File: src/axi_bridge_pkg.sv
// shared bus constants, payload structs and the AR/AW beat formatter
// 32-bit address and data only, strobe width follows the data width
// a line burst is always whole 32-bit beats, INCR
// a single transfer is one FIXED beat at the requester's own size
`default_nettype none

package axi_bridge_pkg;

    // bus geometry
    parameter int ADDR_WIDTH = 32;
    parameter int DATA_WIDTH = 32;
    parameter int LEN_WIDTH  = 8;
    parameter int STRB_WIDTH = DATA_WIDTH / 8;

    // burst type codes
    parameter logic [1:0] BURST_FIXED = 2'b00;
    parameter logic [1:0] BURST_INCR  = 2'b01;

    // 4 bytes per beat
    parameter logic [2:0] SIZE_WORD = 3'b010;

    // cache-side read request, size is log2 of bytes
    typedef struct packed {
        logic [ADDR_WIDTH-1:0] addr;
        logic [1:0]            size;
        logic                  line;
    } rd_req_t;

    // cache-side write request, line data travels beside it
    typedef struct packed {
        logic [ADDR_WIDTH-1:0] addr;
        logic [1:0]            size;
        logic [STRB_WIDTH-1:0] strb;
        logic                  line;
    } wr_req_t;

    // AR or AW address beat
    typedef struct packed {
        logic [ADDR_WIDTH-1:0] addr;
        logic [LEN_WIDTH-1:0]  len;
        logic [2:0]            size;
        logic [1:0]            burst;
    } ax_t;

    // R beat as seen by the requester
    typedef struct packed {
        logic [DATA_WIDTH-1:0] data;
        logic                  last;
    } r_beat_t;

    // W beat
    typedef struct packed {
        logic [DATA_WIDTH-1:0] data;
        logic [STRB_WIDTH-1:0] strb;
        logic                  last;
    } w_beat_t;

    // line request -> aligned INCR of full words
    // single request -> one FIXED beat, own size
    function automatic ax_t format_ax(
        input logic [ADDR_WIDTH-1:0] addr,
        input logic [1:0]            size,
        input logic                  line,
        input logic [ADDR_WIDTH-1:0] line_mask,
        input logic [LEN_WIDTH-1:0]  line_len
    );
        ax_t ax;
        if (line) begin
            ax.addr  = addr & line_mask;
            ax.len   = line_len;
            ax.size  = SIZE_WORD;
            ax.burst = BURST_INCR;
        end else begin
            ax.addr  = addr;
            ax.len   = '0;
            ax.size  = {1'b0, size};
            ax.burst = BURST_FIXED;
        end
        return ax;
    endfunction

endpackage

`default_nettype wire

File: src/read_arbiter.sv
// shared AR channel for the instruction and data requesters
// data port wins a same-cycle tie, one read outstanding at a time
// R is always accepted, there is no rready and no back-pressure
// no grant while the write engine is busy
// words per line must be a power of two, 2 to 16
`timescale 1ns/1ps
`default_nettype none

module read_arbiter #(
    parameter int I_WORDS_PER_LINE = 4,
    parameter int D_WORDS_PER_LINE = 4
) (
    input  wire                      clk,
    input  wire                      reset,

    // instruction requester
    input  wire                      i_inst_rd_req,
    input  wire axi_bridge_pkg::rd_req_t i_inst_rd,

    // data requester
    input  wire                      i_data_rd_req,
    input  wire axi_bridge_pkg::rd_req_t i_data_rd,

    // from the write engine
    input  wire                      i_wr_idle,

    output logic                     o_inst_rd_rdy,
    output logic                     o_data_rd_rdy,

    // AR channel
    output logic                     o_ar_valid,
    output axi_bridge_pkg::ax_t      o_ar,
    input  wire                      i_ar_ready,

    // R channel
    input  wire                      i_r_valid,
    input  wire axi_bridge_pkg::r_beat_t i_r,

    // returned beats, owner only
    output logic                     o_inst_ret_valid,
    output axi_bridge_pkg::r_beat_t  o_inst_ret,
    output logic                     o_data_ret_valid,
    output axi_bridge_pkg::r_beat_t  o_data_ret
);

    // byte offset bits of a line, per port
    localparam int WORD_BITS = $clog2(axi_bridge_pkg::STRB_WIDTH);
    localparam int I_LINE_BITS = $clog2(I_WORDS_PER_LINE) + WORD_BITS;
    localparam int D_LINE_BITS = $clog2(D_WORDS_PER_LINE) + WORD_BITS;

    localparam logic [axi_bridge_pkg::ADDR_WIDTH-1:0] I_LINE_MASK =
        {axi_bridge_pkg::ADDR_WIDTH{1'b1}} << I_LINE_BITS;
    localparam logic [axi_bridge_pkg::ADDR_WIDTH-1:0] D_LINE_MASK =
        {axi_bridge_pkg::ADDR_WIDTH{1'b1}} << D_LINE_BITS;

    // AxLEN is beats minus one
    localparam logic [axi_bridge_pkg::LEN_WIDTH-1:0] I_LINE_LEN =
        axi_bridge_pkg::LEN_WIDTH'(I_WORDS_PER_LINE - 1);
    localparam logic [axi_bridge_pkg::LEN_WIDTH-1:0] D_LINE_LEN =
        axi_bridge_pkg::LEN_WIDTH'(D_WORDS_PER_LINE - 1);

    logic r_end;
    logic allow_ar;
    logic grant_data;
    logic grant_inst;
    logic ar_fire;
    logic outstanding;
    // 1 = data port owns the read in flight
    logic owner_data;

    // last beat closes the current read
    assign r_end = i_r_valid & i_r.last;

    // free, or freeing this cycle, and no write in progress
    assign allow_ar = (~outstanding | r_end) & i_wr_idle;

    // data first
    assign grant_data = allow_ar & i_data_rd_req;
    assign grant_inst = allow_ar & i_inst_rd_req & ~i_data_rd_req;

    assign o_ar_valid = grant_data | grant_inst;
    assign ar_fire    = o_ar_valid & i_ar_ready;

    // acceptance is the AR handshake cycle
    assign o_data_rd_rdy = grant_data & i_ar_ready;
    assign o_inst_rd_rdy = grant_inst & i_ar_ready;

    // burst shape from the granted port
    assign o_ar = grant_data ?
        axi_bridge_pkg::format_ax(i_data_rd.addr, i_data_rd.size, i_data_rd.line,
                                  D_LINE_MASK, D_LINE_LEN) :
        axi_bridge_pkg::format_ax(i_inst_rd.addr, i_inst_rd.size, i_inst_rd.line,
                                  I_LINE_MASK, I_LINE_LEN);

    always_ff @(posedge clk) begin
        if (reset) begin
            outstanding <= 1'b0;
            owner_data  <= 1'b0;
        end else begin
            // a new AR in the last-beat cycle keeps the flag set
            if (ar_fire) begin
                outstanding <= 1'b1;
                owner_data  <= grant_data;
            end else if (r_end) begin
                outstanding <= 1'b0;
            end
        end
    end

    // beats pass straight through, valid only toward the owner
    // owner still the old one during a back-to-back last beat
    assign o_inst_ret       = i_r;
    assign o_data_ret       = i_r;
    assign o_inst_ret_valid = i_r_valid & outstanding & ~owner_data;
    assign o_data_ret_valid = i_r_valid & outstanding & owner_data;

endmodule

`default_nettype wire

File: src/line_write_engine.sv
// data-side write path, one write at a time, AW then W then B
// line write is an aligned INCR of whole words with all strobes set
// single write is one FIXED beat carrying word 0 of the line vector
// request and line data are captured on acceptance
// words per line must be a power of two, 2 to 16
`timescale 1ns/1ps
`default_nettype none

module line_write_engine #(
    parameter int D_WORDS_PER_LINE = 4
) (
    input  wire                      clk,
    input  wire                      reset,

    // cache-side request
    input  wire                      i_wr_req,
    input  wire axi_bridge_pkg::wr_req_t i_wr,
    input  wire [D_WORDS_PER_LINE*axi_bridge_pkg::DATA_WIDTH-1:0] i_wr_line,
    output logic                     o_wr_rdy,
    // to the read arbiter
    output logic                     o_wr_idle,

    // AW channel
    output logic                     o_aw_valid,
    output axi_bridge_pkg::ax_t      o_aw,
    input  wire                      i_aw_ready,

    // W channel
    output logic                     o_w_valid,
    output axi_bridge_pkg::w_beat_t  o_w,
    input  wire                      i_w_ready,

    // B channel
    input  wire                      i_b_valid,
    output logic                     o_b_ready
);

    localparam int LINE_WIDTH = D_WORDS_PER_LINE * axi_bridge_pkg::DATA_WIDTH;
    localparam int CNT_WIDTH  = $clog2(D_WORDS_PER_LINE);
    localparam int LINE_BITS  = CNT_WIDTH + $clog2(axi_bridge_pkg::STRB_WIDTH);

    localparam logic [axi_bridge_pkg::ADDR_WIDTH-1:0] LINE_MASK =
        {axi_bridge_pkg::ADDR_WIDTH{1'b1}} << LINE_BITS;
    localparam logic [axi_bridge_pkg::LEN_WIDTH-1:0] LINE_LEN =
        axi_bridge_pkg::LEN_WIDTH'(D_WORDS_PER_LINE - 1);
    localparam logic [CNT_WIDTH-1:0] LAST_BEAT = CNT_WIDTH'(D_WORDS_PER_LINE - 1);

    typedef enum logic [1:0] {
        ST_IDLE,
        ST_ADDR,
        ST_DATA,
        ST_RESP
    } state_t;

    state_t                   state;
    axi_bridge_pkg::wr_req_t  req_q;
    // lowest word always at the bottom, shifted down per beat
    logic [LINE_WIDTH-1:0]    line_buf;
    logic [CNT_WIDTH-1:0]     beat_cnt;
    logic                     accept;
    logic                     w_fire;

    assign o_wr_rdy  = (state == ST_IDLE);
    assign o_wr_idle = (state == ST_IDLE);
    assign accept    = i_wr_req & o_wr_rdy;

    assign o_aw_valid = (state == ST_ADDR);
    assign o_w_valid  = (state == ST_DATA);
    assign o_b_ready  = (state == ST_RESP);
    assign w_fire     = o_w_valid & i_w_ready;

    // address beat from the captured request
    assign o_aw = axi_bridge_pkg::format_ax(req_q.addr, req_q.size, req_q.line,
                                            LINE_MASK, LINE_LEN);

    // data beat
    assign o_w.data = line_buf[axi_bridge_pkg::DATA_WIDTH-1:0];
    assign o_w.strb = req_q.line ? {axi_bridge_pkg::STRB_WIDTH{1'b1}} : req_q.strb;
    // single write is its own last beat
    assign o_w.last = ~req_q.line | (beat_cnt == LAST_BEAT);

    // control
    always_ff @(posedge clk) begin
        if (reset) begin
            state    <= ST_IDLE;
            beat_cnt <= '0;
        end else begin
            case (state)
                ST_IDLE: begin
                    if (accept) begin
                        state    <= ST_ADDR;
                        beat_cnt <= '0;
                    end
                end
                ST_ADDR: begin
                    if (i_aw_ready) begin
                        state <= ST_DATA;
                    end
                end
                ST_DATA: begin
                    if (w_fire) begin
                        if (o_w.last) begin
                            state <= ST_RESP;
                        end else begin
                            beat_cnt <= beat_cnt + 1'b1;
                        end
                    end
                end
                ST_RESP: begin
                    // idle again the cycle after B
                    if (i_b_valid) begin
                        state <= ST_IDLE;
                    end
                end
                default: begin
                    state <= ST_IDLE;
                end
            endcase
        end
    end

    // payload capture and beat shifting
    always_ff @(posedge clk) begin
        if (accept) begin
            req_q    <= i_wr;
            line_buf <= i_wr_line;
        end else if (w_fire) begin
            line_buf <= line_buf >> axi_bridge_pkg::DATA_WIDTH;
        end
    end

endmodule

`default_nettype wire

File: src/axi_bridge.sv
// two cache-side requesters onto one AXI-style bus
// reads shared between instruction and data ports, data port first
// writes from the data port only, reads held off while a write runs
// fixed AXI id, lock, cache and prot are left to the interconnect
// no rid, rresp, bid or bresp, a response error goes unnoticed
`timescale 1ns/1ps
`default_nettype none

module axi_bridge #(
    parameter int I_WORDS_PER_LINE = 4,
    parameter int D_WORDS_PER_LINE = 4
) (
    input  wire                      clk,
    input  wire                      reset,

    // instruction read port
    input  wire                      i_inst_rd_req,
    input  wire axi_bridge_pkg::rd_req_t i_inst_rd,
    output logic                     o_inst_rd_rdy,
    output logic                     o_inst_ret_valid,
    output axi_bridge_pkg::r_beat_t  o_inst_ret,

    // data read port
    input  wire                      i_data_rd_req,
    input  wire axi_bridge_pkg::rd_req_t i_data_rd,
    output logic                     o_data_rd_rdy,
    output logic                     o_data_ret_valid,
    output axi_bridge_pkg::r_beat_t  o_data_ret,

    // data write port, word 0 in the low bits
    input  wire                      i_data_wr_req,
    input  wire axi_bridge_pkg::wr_req_t i_data_wr,
    input  wire [D_WORDS_PER_LINE*axi_bridge_pkg::DATA_WIDTH-1:0] i_data_wr_line,
    output logic                     o_data_wr_rdy,

    // AR / R
    output logic                     o_ar_valid,
    output axi_bridge_pkg::ax_t      o_ar,
    input  wire                      i_ar_ready,
    input  wire                      i_r_valid,
    input  wire axi_bridge_pkg::r_beat_t i_r,

    // AW / W / B
    output logic                     o_aw_valid,
    output axi_bridge_pkg::ax_t      o_aw,
    input  wire                      i_aw_ready,
    output logic                     o_w_valid,
    output axi_bridge_pkg::w_beat_t  o_w,
    input  wire                      i_w_ready,
    input  wire                      i_b_valid,
    output logic                     o_b_ready
);

    // write engine idle, blocks new reads when low
    wire wr_idle;

    read_arbiter #(
        .I_WORDS_PER_LINE (I_WORDS_PER_LINE),
        .D_WORDS_PER_LINE (D_WORDS_PER_LINE)
    ) u_read_arbiter (
        .clk              (clk),
        .reset            (reset),
        .i_inst_rd_req    (i_inst_rd_req),
        .i_inst_rd        (i_inst_rd),
        .i_data_rd_req    (i_data_rd_req),
        .i_data_rd        (i_data_rd),
        .i_wr_idle        (wr_idle),
        .o_inst_rd_rdy    (o_inst_rd_rdy),
        .o_data_rd_rdy    (o_data_rd_rdy),
        .o_ar_valid       (o_ar_valid),
        .o_ar             (o_ar),
        .i_ar_ready       (i_ar_ready),
        .i_r_valid        (i_r_valid),
        .i_r              (i_r),
        .o_inst_ret_valid (o_inst_ret_valid),
        .o_inst_ret       (o_inst_ret),
        .o_data_ret_valid (o_data_ret_valid),
        .o_data_ret       (o_data_ret)
    );

    line_write_engine #(
        .D_WORDS_PER_LINE (D_WORDS_PER_LINE)
    ) u_line_write_engine (
        .clk              (clk),
        .reset            (reset),
        .i_wr_req         (i_data_wr_req),
        .i_wr             (i_data_wr),
        .i_wr_line        (i_data_wr_line),
        .o_wr_rdy         (o_data_wr_rdy),
        .o_wr_idle        (wr_idle),
        .o_aw_valid       (o_aw_valid),
        .o_aw             (o_aw),
        .i_aw_ready       (i_aw_ready),
        .o_w_valid        (o_w_valid),
        .o_w              (o_w),
        .i_w_ready        (i_w_ready),
        .i_b_valid        (i_b_valid),
        .o_b_ready        (o_b_ready)
    );

endmodule

`default_nettype wire

File: config.mk
export PLATFORM = sky130hd
export DESIGN_NAME = axi_bridge
export DESIGN_NICKNAME = d
export VERILOG_FILES = /design/src/axi_bridge_pkg.sv /design/src/read_arbiter.sv /design/src/line_write_engine.sv /design/src/axi_bridge.sv
export SDC_FILE = /design/constraint.sdc
export NUM_CORES = 1
export LEC_CHECK = 0
export ABC_AREA = 1
export ABC_CLOCK_PERIOD_IN_PS = 9300
export BUFFER_PORTS_ARGS = -buffer_cell sky130_fd_sc_hd__buf_2
export CAP_MARGIN = 20
export CORE_ASPECT_RATIO = 1.1
export CORE_MARGIN = 2
export CORE_UTILIZATION = 25
export CTS_BUF_LIST = sky130_fd_sc_hd__clkbuf_8
export CTS_CLUSTER_SIZE = 28
export DETAILED_ROUTE_END_ITERATION = 6
export GPL_TIMING_DRIVEN = 1
export SLEW_MARGIN = 10
export SYNTH_ARGS = -nofsm -noshare
export SYNTH_HDL_FRONTEND = slang
export SYNTH_SLANG_ARGS = --single-unit
File: constraint.sdc
create_clock -name clk -period 9.3 [get_ports clk]
set_clock_uncertainty 0.2 [all_clocks]
set_input_delay 0.465 -clock clk [delete_from_list [all_inputs] [get_ports clk]]
set_output_delay 0.465 -clock clk [all_outputs]
set_load 0.005 [all_outputs]
==> flow_metrics.py <==
metrics = {
    "clock_network": {
        "clk_latency_ps": 450,
        "cts_hold_buf": 40,
        "cts_made_buffers": 17,
        "cts_tree": "built",
        "cts_root_buf": "clkbuf_8",
        "htreeDepth": 4,
        "clock_sinks": 173,
        "ctsResizeCount": 0,
        "clk_pin_slew_ps": 100,
        "cts_setup_buffers": 0,
        "cts.path.max_buffers": 2,
    },
    "logic_synthesis": {
        "synth_area_um2": 8630,
        "synthesis.yosys.warnings": 0,
        "synth.avg_cell_area_um2": 9.65,
        "ys_types": 26,
        "ys_ff_latch": 173,
        "yosysSeqAreaShare_pct": 59.5,
        "syn_inst": 894,
    },
    "power_and_ir_drop": {
        "p_sw_w": 0.000972,
        "netSwitchingFraction_pct": 35.5,
        "p_per_area_nw_per_um2": 260,
        "p_int_w": 0.00176,
        "power_leakage_nw": 5.19,
        "ir_worst_vdd_mv": 0.124,
        "clockPowerShare_pct": 17.3,
        "p_comb_share_pct": 33.3,
        "pwr-share-seq_pct": 49.3,
    },
    "critical_path": {
        "path_depth": 5,
        "cp_slowest_stage_delay_ps": 800,
        "path_class": "flop to flop",
        "cp.required_ps": 9180,
        "worst_r2r_startpoint": "u_line_write_engine.state[0]$_SDFFE_PP0P_",
        "cp-startpoint": "u_line_write_engine.state[0]$_SDFFE_PP0P_",
        "r2r_end": "u_line_write_engine.line_buf[116]$_SDFFCE_PN0P_",
        "crit_buf_inv": 2,
        "crit_path_top_delay_cell": "buf_4",
        "cp-endpoint": "u_line_write_engine.line_buf[116]$_SDFFCE_PN0P_",
        "ff2ff_setup_slack_ps": 5720,
        "path_delay_family": "simple AND/OR/NAND/NOR gates",
        "endpoint_kind": "flop",
        "reg2reg_depth": 5,
        "path_common_cell": "nand2_4",
        "crit_path_max_fanout": 68,
        "crit_chain": "inv_1 > ha_1 > nand2_4 > nand2_4 > buf_4",
        "worstPathArrival_ps": 3460,
        "cp-start-kind": "flop",
    },
    "global_routing": {
        "grtUsageTotal_pct": 12.7,
        "grt_pass1_wl_um": 34300,
        "grt_start_max_net_pins": 93,
        "antenna_found_initial": 11,
        "grt_pass1_vias": 6358,
        "gr-total-overflow": 0,
    },
    "die": {
        "coreArea_um2": 34100,
        "rows": 71,
        "start_util_pct": 25.3,
        "die_y_um": 199,
        "ioPinCount": 482,
        "dieArea_um2": 36000,
        "die_x_um": 181,
    },
    "timing": {
        "setup_slack_ps": 5720,
        "fmax_ghz": 0.279,
        "finalMaxSlewViolations": 0,
        "finalSetupTns_ps": 0,
        "hold_viol": 0,
        "setup-violations-final": 0,
        "min_period_over_period_pct": 38.5,
        "worstMarginPinSlew_ps": 1110,
        "rsz0062_at_grt": "no",
        "slew_headroom_pct": 26.2,
        "min_period_ps": 3580,
    },
    "cells_and_area": {
        "drive_gt1_share_pct": 35.1,
        "fin_nets": 1447,
        "fin_util_pct": 30.9,
        "synthToLayoutAreaGrowth_pct": 22.2,
        "final_common_cell": "nand2_1",
        "final_cell_mix": "405 x nand2_1, 369 x buf_2, 167 x edfxtp_1",
        "fin_area_um2": 10500,
    },
    "place": {
        "portBuffers": 369,
        "hpwl_um": 17800,
        "place_ws_ps": 5670,
        "gp_congestion": 0.871,
        "dpl_cell_area_um2": 9780,
    },
    "drt": {
        "drc_errors": 0,
        "first_pass_iters": 4,
        "drt-vias-per-instance": 3.95,
        "ant_nets": 0,
        "routed_wl_um": 23700,
        "drt-initial-drc-count": 313,
        "vias": 6422,
        "post_drt_wl_per_cell_um": 14.6,
    },
    "worst_hold_path": {
        "min_path_type": "input port to flop",
        "hold_depth": 3,
    },
    "run_status": {
        "status": "completed",
    },
    "run": {
        "cap_violations": 0,
    },
}
[cells by family (layout without fill, tap and decap cells)]
kind of cell,count (synthesis),after routing,synth area share (%)
AND/OR/NAND/NOR,478,478,21.6
buffers and inverters,233,499,17.9
AO/OA/AOI/OAI,4,4,0.261
other,1,27,0.0435
flip-flops,173,173,59.5
adder cells (fa/ha/maj),5,5,0.725
[power by group through the flow]
stage               Combinational, W  Clock (W)  Sequential (W)
finish                      0.000913   0.000474         0.00135
floorplan                   0.000736          0         0.00137
CTS                         0.000934   0.000494         0.00135
detailed placement          0.000917          0         0.00137
global route                 0.00105   0.000521         0.00138
global placement            0.000893          0         0.00137
[final cells by class]
cell class	count	area, µm²
antenna	11	27.5
inverter	55	211
timing repair buffer	412	2270
clock inverter	15	101
tap	438	548
clock buffer	17	234
multi-input combinational	503	2020
fill	3601	23600
sequential	173	5130
[sequential cells by signal, indices dropped and copies added, names as in the netlist]
| register | flops |
|---|---|
| u_line_write_engine.beat_cnt | 2 |
| u_line_write_engine.line_buf | 128 |
| u_line_write_engine.req_q | 39 |
| u_line_write_engine.state | 2 |
| u_read_arbiter.outstanding | 1 |
| u_read_arbiter.owner_data | 1 |
[per-stage QoR]
stage | hold WS, ps | power (W) | cells
floorplan | 248 | 0.00210 | 909
global placement | 268 | 0.00226 | 1541
detailed placement | 277 | 0.00229 | 1541
CTS | 21.1 | 0.00278 | 1613
global route | 28.4 | 0.00295 | 1623
finish | 69.8 | 0.00274 | 1624
[how the worst min path moves through the flow]
stage,end,start
floorplan,u_read_arbiter.owner_data$_SDFFE_PP0P_,u_read_arbiter.owner_data$_SDFFE_PP0P_
global placement,u_read_arbiter.owner_data$_SDFFE_PP0P_,u_read_arbiter.owner_data$_SDFFE_PP0P_
detailed placement,u_read_arbiter.owner_data$_SDFFE_PP0P_,u_read_arbiter.owner_data$_SDFFE_PP0P_
CTS,u_line_write_engine.line_buf[86]$_DFFE_PP_,i_data_wr_line[86]
global route,u_line_write_engine.line_buf[87]$_DFFE_PP_,i_data_wr_line[87]
finish,u_line_write_engine.line_buf[86]$_DFFE_PP_,i_data_wr_line[86]
[routing by layer]
metal	track usage, %	vias up	wire [µm]
met5	0	-	0
met3	3.15	43	1630
li1	-	3187	-
met4	8.58	0	1040
met1	12.7	2918	8470
met2	23.3	274	12600
[worst min-delay path, stage by stage]
cell     delay (ps)
buf_2            70
nand2_1          40
nand2_1          40
[Yosys cell counts (all sizes together)]
library cell | count | area share (%)
inv | 55 | 2.5
dfxtp | 6 | 1.4
nand2 | 408 | 18
nand4 | 2 | 0.15
nor3b | 1 | 0.087
nor2 | 53 | 2.3
ha | 5 | 0.73
or2 | 6 | 0.44
o21ai | 1 | 0.058
nand3b | 2 | 0.17
a21oi | 2 | 0.12
clkbuf | 1 | 0.043
nand3 | 5 | 0.44
o21bai | 1 | 0.087
conb | 1 | 0.043
nor3 | 1 | 0.12
edfxtp | 167 | 58
buf | 177 | 15
Note: power is estimated with default switching activity, not from simulation.
